==> src/source/bridge_pkg.sv <==
`default_nettype none

// shared widths and types for the two-port AXI memory bridge
package bridge_pkg;

    // requester ports sharing the bus
    localparam int NUM_PORTS  = 2;
    localparam int ADDR_WIDTH = 32;
    localparam int DATA_WIDTH = 32;
    // one strobe bit per data byte
    localparam int STRB_WIDTH = DATA_WIDTH / 8;
    // id carries the port index, never narrower than one bit
    localparam int ID_WIDTH   = (NUM_PORTS > 1) ? $clog2(NUM_PORTS) : 1;

    typedef logic [ADDR_WIDTH-1:0] addr_t;
    typedef logic [DATA_WIDTH-1:0] data_t;
    typedef logic [STRB_WIDTH-1:0] strb_t;
    typedef logic [ID_WIDTH-1:0]   axi_id_t;

    // requester slot FSM
    typedef enum logic [1:0] {
        port_idle,
        port_wait_grant,
        port_wait_resp
    } port_state_t;

    // address phase of either engine
    typedef enum logic {
        eng_idle,
        eng_issue
    } eng_state_t;

endpackage

`default_nettype wire

==> src/source/req_port.sv <==
`timescale 1ns/1ps
`default_nettype none

module req_port
    import bridge_pkg::*;
(
    input  wire logic  clk,
    input  wire logic  rst_n,
    // requester side
    input  wire logic  ce,
    input  wire logic  we,
    input  wire addr_t addr,
    input  wire data_t wdata,
    input  wire strb_t wmask,
    output data_t      rdata,
    output logic       rdata_valid,
    output logic       write_finish,
    // engine side
    output logic       rd_req,
    output logic       wr_req,
    output addr_t      req_addr,
    output data_t      req_wdata,
    output strb_t      req_wmask,
    input  wire logic  rd_grant,
    input  wire logic  rd_done,
    input  wire data_t rd_data,
    input  wire logic  wr_grant,
    input  wire logic  wr_done
);

    port_state_t state;
    // latched direction, high for a write
    logic        is_write;

    // request visible to an engine only while waiting for grant
    assign rd_req = (state == port_wait_grant) && !is_write;
    assign wr_req = (state == port_wait_grant) && is_write;

    always_ff @(posedge clk or negedge rst_n) begin
        if (!rst_n) begin
            state        <= port_idle;
            is_write     <= 1'b0;
            rdata_valid  <= 1'b0;
            write_finish <= 1'b0;
        end else begin
            // completion strobes last one cycle
            rdata_valid  <= 1'b0;
            write_finish <= 1'b0;
            case (state)
                port_idle: begin
                    if (ce) begin
                        is_write <= we;
                        state    <= port_wait_grant;
                    end
                end
                port_wait_grant: begin
                    // address accepted on the bus
                    if (is_write ? wr_grant : rd_grant) begin
                        state <= port_wait_resp;
                    end
                end
                port_wait_resp: begin
                    if (is_write && wr_done) begin
                        write_finish <= 1'b1;
                        state        <= port_idle;
                    end else if (!is_write && rd_done) begin
                        rdata_valid <= 1'b1;
                        state       <= port_idle;
                    end
                end
                default: state <= port_idle;
            endcase
        end
    end

    // request payload, held until the engine takes it
    always_ff @(posedge clk) begin
        if (ce && state == port_idle) begin
            req_addr  <= addr;
            req_wdata <= wdata;
            req_wmask <= wmask;
        end
    end

    // read word captured with the R beat
    always_ff @(posedge clk) begin
        if (rd_done && state == port_wait_resp && !is_write) begin
            rdata <= rd_data;
        end
    end

    // requester must wait for the previous completion
    a_ce_when_idle: assert property (@(posedge clk) disable iff (!rst_n)
        ce |-> state == port_idle);

    // responses only for an outstanding request of the same kind
    a_done_in_resp: assert property (@(posedge clk) disable iff (!rst_n)
        (rd_done || wr_done) |-> state == port_wait_resp && (wr_done == is_write));

endmodule

`default_nettype wire
==> config.mk <==
export PLATFORM = sky130hd
export DESIGN_NAME = req_port
export DESIGN_NICKNAME = d
export VERILOG_FILES = /design/src/source/bridge_pkg.sv /design/src/source/req_port.sv
export SDC_FILE = /design/constraint.sdc
export NUM_CORES = 1
export LEC_CHECK = 0
export ABC_AREA = 1
export BUFFER_PORTS_ARGS = -buffer_cell sky130_fd_sc_hd__buf_2
export CAP_MARGIN = 40
export CELL_PAD_IN_SITES_DETAIL_PLACEMENT = 1
export CELL_PAD_IN_SITES_GLOBAL_PLACEMENT = 2
export CORE_MARGIN = 3
export CORE_UTILIZATION = 30
export CTS_BUF_LIST = sky130_fd_sc_hd__clkbuf_8
export DETAILED_ROUTE_END_ITERATION = 6
export PLACE_DENSITY = 0.83
export SETUP_SLACK_MARGIN = 0.3
export SLEW_MARGIN = 20
export SYNTH_ARGS = -nofsm -noshare
export SYNTH_HDL_FRONTEND = slang
export SYNTH_SLANG_ARGS = --single-unit
==> constraint.sdc <==
create_clock -name clk -period 4.32 [get_ports clk]
set_input_delay 0 -clock clk [delete_from_list [all_inputs] [get_ports clk]]
set_output_delay 0 -clock clk [all_outputs]
set_load 0.01 [all_outputs]
==> flow_metrics.tcl, run 1 <==
set metrics [dict create \
    status "aborted with a tool error" \
    lastStage "clock tree synthesis" \
    error_line "[ERROR RSZ-0060] Max buffer count reached." \
    synth-main-ff-cell "edfxtp_1" \
    synth_compound_area_frac 0.00421 \
    synth-xor-area-share 0 \
    synth_largest_area_cell "edfxtp_1" \
    yosys.area.top_type_share 0.920 \
    num_rows 37 \
    synthCells 134 \
    port_buffers 211 \
    synth_edf_count 100 \
    synth_most_common_cell "edfxtp_1" \
    synth_fa_ha_area_frac 0 \
    seq_area_frac_synth 0.958 \
    synthMuxAreaShare 0 \
    synthArstFlopShare 0.0476 \
    die_w_um 110 \
    yosys_warnings 0 \
    htreeDepth 3 \
    cts-buffers-inserted 9 \
    ys_types 13 \
    synth_top_family_by_area "simple AND/OR/NAND/NOR gates" \
    dieHeight_um 110 \
    cts.hold.buffers_added 101 \
    ys_seq_elements 105 \
    cts-root-buf "clkbuf_8" \
    cts.sinks 105 \
    yosys-top-cells-area "edfxtp_1 92%, dfrtp_1 3.8%, nand2_1 0.92%, nor2_1 0.57%, nor2_2 0.57%" \
    place_congestion 0.712 \
    ctsResizeCount 0 \
    clockBufferDepth 2 \
    cts_setup_buffers 0 \
    placed_cell_area_um2 4510 \
    dp_hpwl_mm 6.56 \
    syn_area_um2 3270 \
    syn_area_per_cell_um2 24.4 \
    initial_utilization 0.312 \
    yosys.area_share.simple 0.0299 \
    pin_count 212 \
    yosys-top-cells-count "100 x edfxtp_1, 8 x nand2_1, 5 x dfrtp_1, 5 x nor2_1, 4 x inv_1" \
    synthesis.nets 242 \
]
==> per-stage QoR <==
step | instances | setup slack (ps) | util | hold slack (ps)
after global placement | 483 | 2260 | 0.431 | -182
after floorplan | 134 | 1950 | - | -296
after detailed placement | 483 | 2190 | 0.431 | -179
==> logic make-up after synthesis <==
kind of cell / after synthesis
and+or+nand+nor: 20
buffers and inverters: 7
AOI/OAI and AO/OA: 2
DFF: 105
==> run 2: changes to the inputs <==
==> config.mk (replaced) <==
export PLATFORM = sky130hd
export DESIGN_NAME = req_port
export DESIGN_NICKNAME = d
export VERILOG_FILES = /design/src/source/bridge_pkg.sv /design/src/source/req_port.sv
export SDC_FILE = /design/constraint.sdc
export NUM_CORES = 1
export LEC_CHECK = 0
export ABC_AREA = 1
export BUFFER_PORTS_ARGS = -buffer_cell sky130_fd_sc_hd__buf_2
export CAP_MARGIN = 40
export CORE_MARGIN = 3
export CORE_UTILIZATION = 20
export DETAILED_ROUTE_END_ITERATION = 6
export PLACE_DENSITY_LB_ADDON = 0.15
export SLEW_MARGIN = 20
export SYNTH_ARGS = -nofsm -noshare
export SYNTH_HDL_FRONTEND = slang
export SYNTH_SLANG_ARGS = --single-unit
==> flow_metrics.tcl, run 2 <==
set metrics [dict create \
    synthMuxAreaShare 0 \
    synthesis.nets 242 \
    setup.worst_path.end_class "register" \
    fin_crit_sh 0.389 \
    ant_nets 0 \
    max_slew.worst_pin.slew_ps 405 \
    endpoint "req_wdata[0]$_DFFE_PP_" \
    synthCells 134 \
    area_growth_pct 82.6 \
    yosys.area.top_type_share 0.920 \
    synth-xor-area-share 0 \
    synth_compound_area_frac 0.00421 \
    num_rows 46 \
    yosys-top-cells-area "edfxtp_1 92%, dfrtp_1 3.8%, nand2_1 0.92%, nor2_1 0.57%, nor2_2 0.57%" \
    utilization 0.374 \
    cts-buffers-inserted 9 \
    status "finished, final reports clean" \
    grtUsageMet1 0.114 \
    grt_pass1_vias 2814 \
    reg2reg_from "state[1]$_DFFE_PN0P_" \
    syn_area_um2 3270 \
    insertion_delay_ps 340 \
    hold_viol_final 0 \
    dp_cells 564 \
    clockBufferDepth 2 \
    ys_seq_elements 105 \
    dp_hpwl_mm 6.13 \
    die_w_um 134 \
    drc 0 \
    clkTransAtPathRegs_ps 70 \
    ff2ff_setup_slack_ps 2640 \
    wl_per_cell_um 13.0 \
    wl_mm 8.95 \
    r2r-end "req_wdata[0]$_DFFE_PP_" \
    synth_fa_ha_area_frac 0 \
    leakage_nw 2.49 \
    vias 2431 \
    rsz0062_at_grt "no" \
    avgViaCountPerCell 3.54 \
    grt_util_met2 0.161 \
    drv_slew 0 \
    peakVddDrop_mv 0.173 \
    yosys.area_share.simple 0.0299 \
    cts_setup_buffers 0 \
    drt-initial-drc-count 62 \
    dieHeight_um 134 \
    crit_required_ps 4340 \
    reg2regPathDepth 5 \
    syn_area_per_cell_um2 24.4 \
    die_area_um2 17900 \
    synth-main-ff-cell "edfxtp_1" \
    synth_top_family_by_area "simple AND/OR/NAND/NOR gates" \
    cts-root-buf "clkbuf_16" \
    crit_path_start_kind "register" \
    port_buffers 211 \
    grt_util_met3 0.0559 \
    timing.max_slew.rel_slack 0.730 \
    stdcell_count 687 \
    drive_gt1_frac 0.501 \
    mostFrequentLayoutCells "211 x buf_2, 107 x dlygate4sd3_1, 100 x edfxtp_1, 9 x clkbuf_16, 8 x nand2_1" \
    cp-startpoint "state[1]$_DFFE_PN0P_" \
    cts_tree "yes" \
    htreeDepth 3 \
    finalSetupViolations 0 \
    grt_pass1_wl_mm 14.2 \
    setup_slack_ps 2640 \
    worst-setup-path-type "register to register" \
    maxCapViolations 0 \
    power_density_nw_per_um2 449 \
    skew_ps 7.39 \
    grt_usage 0.102 \
    place_congestion 0.702 \
    synth_largest_area_cell "edfxtp_1" \
    busiest_layer "met2" \
    ys_types 13 \
    place_ws_ps 2620 \
    synth_edf_count 100 \
    grt_max_degree 45 \
    seq_area_frac_synth 0.958 \
    grt_overflow 0 \
    n_antenna_cell 0 \
    cp_max_fo 44 \
    cts.hold.buffers_added 107 \
    synthArstFlopShare 0.0476 \
    ctsResizeCount 0 \
    final_common_cell "buf_2" \
    yosys_warnings 0 \
    cp_data_arrival_time_ps 1700 \
    initial_utilization 0.205 \
    synth_most_common_cell "edfxtp_1" \
    core_region_area_um2 15900 \
    drt-pass1-iter-count 4 \
    yosys-top-cells-count "100 x edfxtp_1, 8 x nand2_1, 5 x dfrtp_1, 5 x nor2_1, 4 x inv_1" \
    pin_count 212 \
    largestRegisters "rdata (32), req_addr (32), req_wdata (32)" \
    cts.sinks 105 \
    nets 574 \
    finalSetupTns_ps 0 \
    fmax_ghz 0.596 \
    holdCritPathClass "input port to register" \
    grt_antenna_before_repair 0 \
    min_period_ps 1680 \
]
-- run 2: worst max-delay path, cell delays in order, from the launching register on --
cell	delay, ps
dfrtp_1	410
nor2_2	150
nand2_2	80
inv_2	40
buf_4	360
buf_12	290
-- run 2: how the worst min path moves through the flow --
stage / start / to / slack (ps) / cells past startpoint
6_report: rd_grant / state[1]$_DFFE_PN0P_ / 50 / 5
5_1_grt: rd_grant / state[1]$_DFFE_PN0P_ / 60 / 5
4_1_cts: rd_grant / state[1]$_DFFE_PN0P_ / 30 / 5
3_5_place_dp: rst_n / is_write$_DFFE_PN0P_ / -170 / 1
3_3_place_gp: rst_n / is_write$_DFFE_PN0P_ / -180 / 1
2_1_floorplan: rst_n / is_write$_DFFE_PN0P_ / -300 / 0
-- run 2: power breakdown --
part	internal (mW)	switching [mW]
sequential	1.33	0.0475
combinational	0.240	0.320
clock	0.390	0.351
total	1.96	0.719
-- run 2: kinds of logic (layout without fill, tap and decap cells) --
kind of cell / count (synthesis) / count (layout)
buffers and inverters: 7 / 344
and+or+nand+nor: 20 / 20
DFF: 105 / 105
AOI/OAI and AO/OA: 2 / 2
-- run 2: layout make-up --
class | count | area (um^2)
fill | 1508 | 9980
sequential | 105 | 3130
timing repair buffer | 321 | 2160
tap | 216 | 270
clock buffer | 11 | 233
multi-input combinational | 22 | 114
clock inverter | 5 | 31.3
inverter | 7 | 26.3
-- run 2: layer usage --
layer | part of all wire | vias to the layer above | wire length, um
li1 | - | 1173 | -
met1 | 0.40 | 1079 | 3580
met2 | 0.44 | 167 | 3950
met3 | 0.14 | 12 | 1240
met4 | 0.020 | 0 | 180
met5 | 0 | - | 0
-- run 2: metrics by stage --
step                power [mW]  instance area, um^2  hold slack, ps
global placement          1.87                 4610            -178
global route              2.82                 5960            62.9
floorplan                 1.62                 3270            -296
detailed placement        1.89                 4630            -174
CTS                       2.73                 5960            33.2
finish                    2.68                 5960            52.8
No activity file was read; power rests on OpenSTA's default activity.
==> run 3: changes to the inputs <==
==> constraint.sdc (replaced) <==
create_clock -name clk -period 1.55 [get_ports clk]
set_input_delay 0 -clock clk [delete_from_list [all_inputs] [get_ports clk]]
set_output_delay 0 -clock clk [all_outputs]
set_load 0.01 [all_outputs]
==> flow_metrics.tcl, run 3 (synthesis gave the netlist of run 2 again) <==
set metrics [dict create \
    cp_slowest_cell "dlygate4sd3_1" \
    clkTransAtPathRegs_ps 60 \
    finalSetupTns_ps 0 \
    drt-initial-drc-count 37 \
    crit_required_ps 1770 \
    avgViaCountPerCell 3.51 \
    cp_slowest_stage_delay_ps 550 \
    finalSetupViolations 0 \
    wl_per_cell_um 13.2 \
    die_w_um 134 \
    fin_crit_sh 0.895 \
    timing.max_slew.rel_slack 0.851 \
    placed_cell_area_um2 4680 \
    holdCritPathClass "input port to register" \
    ctsResizeCount 0 \
    pin_count 212 \
    drive_gt1_frac 0.511 \
    area_growth_pct 85.7 \
    min_period_ps 1390 \
    cts.sinks 105 \
    grt_usage 0.0999 \
    max_slew.worst_pin.slew_ps 223 \
    final_common_cell "buf_2" \
    vias 2418 \
    cpMostUsedCell "nand2_1" \
    initial_utilization 0.205 \
    grt_overflow 0 \
    path_cells "inv_2 -> nand2_1 -> nand2_1 -> o21ai_2 -> dlygate4sd3_1" \
    die_area_um2 17900 \
    rsz0062_at_grt "no" \
    setup.worst_path.end_class "register" \
    n_antenna_cell 0 \
    clockBufferDepth 2 \
    worst-setup-path-type "register to register" \
    final_cell_area_um2 6060 \
    port_buffers 211 \
    insertion_delay_ps 340 \
    htreeDepth 3 \
    utilization 0.380 \
    grt_max_degree 33 \
    cts-buffers-inserted 9 \
    cp_max_fo 4 \
    peakVddDrop_mv 0.994 \
    drv_slew 0 \
    grt_pass1_wl_mm 13.6 \
    hold_viol_final 0 \
    drt-pass1-iter-count 4 \
    dp_hpwl_mm 6.46 \
    cts_setup_buffers 0 \
    drc 0 \
    core_region_area_um2 15900 \
    wl_mm 9.05 \
    nets 576 \
    dieHeight_um 134 \
    power_density_nw_per_um2 1300 \
    num_rows 46 \
    cts_tree "yes" \
    maxCapViolations 0 \
    mostFrequentLayoutCells "211 x buf_2, 107 x dlygate4sd3_1, 100 x edfxtp_1, 9 x clkbuf_16, 8 x nand2_1" \
    place_congestion 0.685 \
    skew_ps 4.97 \
    cts-root-buf "clkbuf_16" \
    grt_pass1_vias 2587 \
    largestRegisters "rdata (32), req_addr (32), req_wdata (32)" \
    fmax_ghz 0.721 \
    status "finished, final reports clean" \
    grt_antenna_before_repair 0 \
    ant_nets 0 \
    cp_data_arrival_time_ps 1610 \
    leakage_nw 2.54 \
    crit_path_start_kind "register" \
]
==> run 3: final cells by class <==
| class | instances | area (um^2) |
|---|---|---|
| Timing Repair Buffer | 323 | 2200 |
| Inverter | 7 | 28.8 |
| Clock inverter | 6 | 90.1 |
| Multi-Input combinational cell | 22 | 119 |
| Tap cell | 216 | 270 |
| Clock buffer | 9 | 225 |
| Sequential cell | 105 | 3130 |
| Fill cell | 1498 | 9880 |
==> run 3: what timing repair did <==
| item | 4_1_cts | 5_1_grt |
|---|---|---|
| hold buffers | 107 | 0 |
| setup endpoints to repair | 0 | 0 |
| hold endpoints to repair | 109 | 0 |
==> run 3: per-layer routing <==
metal  global-route usage  routed length, um  vias to the layer above
met5                    0                  0                        -
met4               0.0377                153                        0
met3               0.0608               1300                       10
met2                0.155               4070                      165
met1                0.113               3530                     1071
li1                     -                  -                     1172
==> run 3: per-stage QoR <==
step / instances / setup WS, ps / hold slack, ps / power [mW]
floorplan: 134 / 56.6 / -296 / 4.53
detailed placement: 566 / 191 / -179 / 5.35
CTS: 688 / 155 / 28.7 / 8.01
finish: 688 / 163 / 44.8 / 7.86
global route: 688 / 79.3 / 82.3 / 8.25
global placement: 566 / 207 / -178 / 5.33
==> run 3: power by group <==
group | internal, mW | switching, mW | total (mW)
registers | 3.70 | 0.132 | 3.83
logic | 0.731 | 0.908 | 1.64
clock network | 1.41 | 0.975 | 2.39
total | 5.84 | 2.01 | 7.86
==> run 3: path summary, 6_finish.rpt <==
check | to | slack (ps) | startpoint | depth (start not counted)
worst max-delay path | state[0]$_DFFE_PN0P_ | 160 | is_write$_DFFE_PN0P_ | 5
worst min-delay path | state[1]$_DFFE_PN0P_ | 40 | rd_grant | 5
worst max register to register | state[0]$_DFFE_PN0P_ | 160 | is_write$_DFFE_PN0P_ | 5
worst min register to register | write_finish$_DFF_PN0_ | 580 | is_write$_DFFE_PN0P_ | 2
max in group asynchronous | state[0]$_DFFE_PN0P_ | 790 | rst_n | 3
min in group asynchronous | rdata_valid$_DFF_PN0_ | 580 | rst_n | 3
==> run 3: worst max-delay path, delay by kind of cell, from the launching register on <==
family	cells	cell delay (ps)
simple gates	2	150
buf+inv	2	650
flops	1	410
compound gates	1	50
==> run 4: changes to the inputs <==
--- a/config.mk
+++ b/config.mk
@@ -8,7 +8,7 @@
 export ABC_AREA = 1
 export BUFFER_PORTS_ARGS = -buffer_cell sky130_fd_sc_hd__buf_2
 export CAP_MARGIN = 40
-export CORE_MARGIN = 3
+export CORE_MARGIN = 2
 export CORE_UTILIZATION = 20
 export DETAILED_ROUTE_END_ITERATION = 6
 export PLACE_DENSITY_LB_ADDON = 0.15
==> flow_metrics.tcl, run 4 (synthesis gave the netlist of run 2 again) <==
set metrics [dict create \
    pin_count 212 \
    clockBufferDepth 2 \
    grt_pass1_wl_mm 13.9 \
    fin_crit_sh 0.901 \
    cp-startpoint "is_write$_DFFE_PN0P_" \
    grt_overflow 0 \
    crit_required_ps 1780 \
    avgViaCountPerCell 3.59 \
    ff2ff_setup_slack_ps 150 \
    cts-root-buf "clkbuf_16" \
    finalSetupViolations 0 \
    fmax_ghz 0.716 \
    drive_gt1_frac 0.512 \
    core_region_area_um2 15900 \
    htreeDepth 3 \
    grt_pass1_vias 2757 \
    hold_viol_final 0 \
    n_antenna_cell 0 \
    reg2reg_from "is_write$_DFFE_PN0P_" \
    insertion_delay_ps 340 \
    wl_mm 8.87 \
    wl_per_cell_um 12.9 \
    drv_slew 0 \
    crit_path_start_kind "register" \
    grt_antenna_before_repair 0 \
    nets 576 \
    final_common_cell "buf_2" \
    grt_util_met2 0.170 \
    finalSetupTns_ps 0 \
    place_congestion 0.737 \
    dieHeight_um 132 \
    power.total_mw 7.61 \
    power_density_nw_per_um2 1260 \
    cp_max_fo 4 \
    grt_usage 0.104 \
    cts-buffers-inserted 9 \
    max_slew.worst_pin.slew_ps 222 \
    drt-pass1-iter-count 4 \
    cts_setup_buffers 0 \
    min_from "rd_grant" \
    die_w_um 132 \
    num_rows 46 \
    largestRegisters "rdata (32), req_addr (32), req_wdata (32)" \
    ant_nets 0 \
    status "finished, final reports clean" \
    holdCritPathClass "input port to register" \
    grt_util_met3 0.0500 \
    port_buffers 211 \
    cts_tree "yes" \
    maxCapViolations 0 \
    dp_hpwl_mm 6.03 \
    busiest_layer "met2" \
    multi_input_area_um2 119 \
    vias 2476 \
    cp_data_arrival_time_ps 1620 \
    drc 0 \
    worst-setup-path-type "register to register" \
    fillerInstances 1535 \
    skew_ps 7.45 \
    min_period_ps 1400 \
    initial_utilization 0.205 \
    reg2regPathDepth 5 \
    timing.max_slew.rel_slack 0.852 \
    drt-initial-drc-count 102 \
    die_area_um2 17400 \
    grtUsageMet1 0.111 \
    leakage_nw 2.51 \
    area_growth_pct 84.6 \
    peakVddDrop_mv 0.447 \
    r2r-end "state[0]$_DFFE_PN0P_" \
    clkTransAtPathRegs_ps 70 \
    setup.worst_path.end_class "register" \
    cts.sinks 105 \
    endpoint "state[0]$_DFFE_PN0P_" \
    grt_max_degree 33 \
    mostFrequentLayoutCells "211 x buf_2, 107 x dlygate4sd3_1, 100 x edfxtp_1, 9 x clkbuf_16, 8 x nand2_1" \
    rsz0062_at_grt "no" \
    seqCellArea_um2 3130 \
]
-- run 4: changes by cell type in the layout (fill, tap and decap cells not counted) --
cell,delta
clkinv_4,+2
bufinv_16,-2
inv_6,-1
clkinvlp_4,+3
clkinv_2,-1
-- run 4: timing repair --
item,in CTS,in global routing
hold buffers,107,0
resized for setup,0,0
endpoints found under the hold margin,109,0
-- run 4: layout make-up --
cell class | instances | area share
multi-input combinational | 22 | 0.0197
timing repair buffer | 323 | 0.365
clock buffer | 9 | 0.0374
inverter | 7 | 0.00477
tap | 216 | 0.0448
sequential | 105 | 0.519
clock inverter | 7 | 0.00934
-- run 4: metrics by stage --
stage / area [um^2] / setup WS (ps) / util / hold WS, ps / std cells
after global routing: 6030 / 85.1 / 0.378 / 100 / 689
after global placement: 4680 / 240 / 0.293 / -176 / 566
after detailed placement: 4680 / 198 / 0.293 / -179 / 566
after floorplan: 3280 / 56.6 / - / -296 / 134
after CTS: 6030 / 161 / 0.378 / 36.6 / 689
final: 6030 / 154 / 0.378 / 50.9 / 689
-- run 4: worst max-delay path, cell delays in order (launching register included) --
cell and delay, ps:
dfrtp_1 420, inv_2 110, nand2_1 60, nand2_1 90, o21ai_2 50, dlygate4sd3_1 550
-- run 4: worst min-delay path by stage --
stage	endpoint	slack, ps	cells past startpoint
6_report	state[1]$_DFFE_PN0P_	50	5
5_1_grt	state[1]$_DFFE_PN0P_	100	5
2_1_floorplan	is_write$_DFFE_PN0P_	-300	0
3_3_place_gp	is_write$_DFFE_PN0P_	-180	1
3_5_place_dp	is_write$_DFFE_PN0P_	-180	1
4_1_cts	state[1]$_DFFE_PN0P_	40	5
-- run 4: report_power, final --
group | switching [mW] | total [mW] | internal, mW
combinational | 0.916 | 1.65 | 0.731
sequential | 0.130 | 3.83 | 3.69
clock | 1.03 | 2.13 | 1.10
-- run 4: metal layers --
layer | vias up | routed length, um
li1 | 1174 | -
met1 | 1142 | 3460
met2 | 150 | 4230
met3 | 10 | 992
met4 | 0 | 177
met5 | - | 0
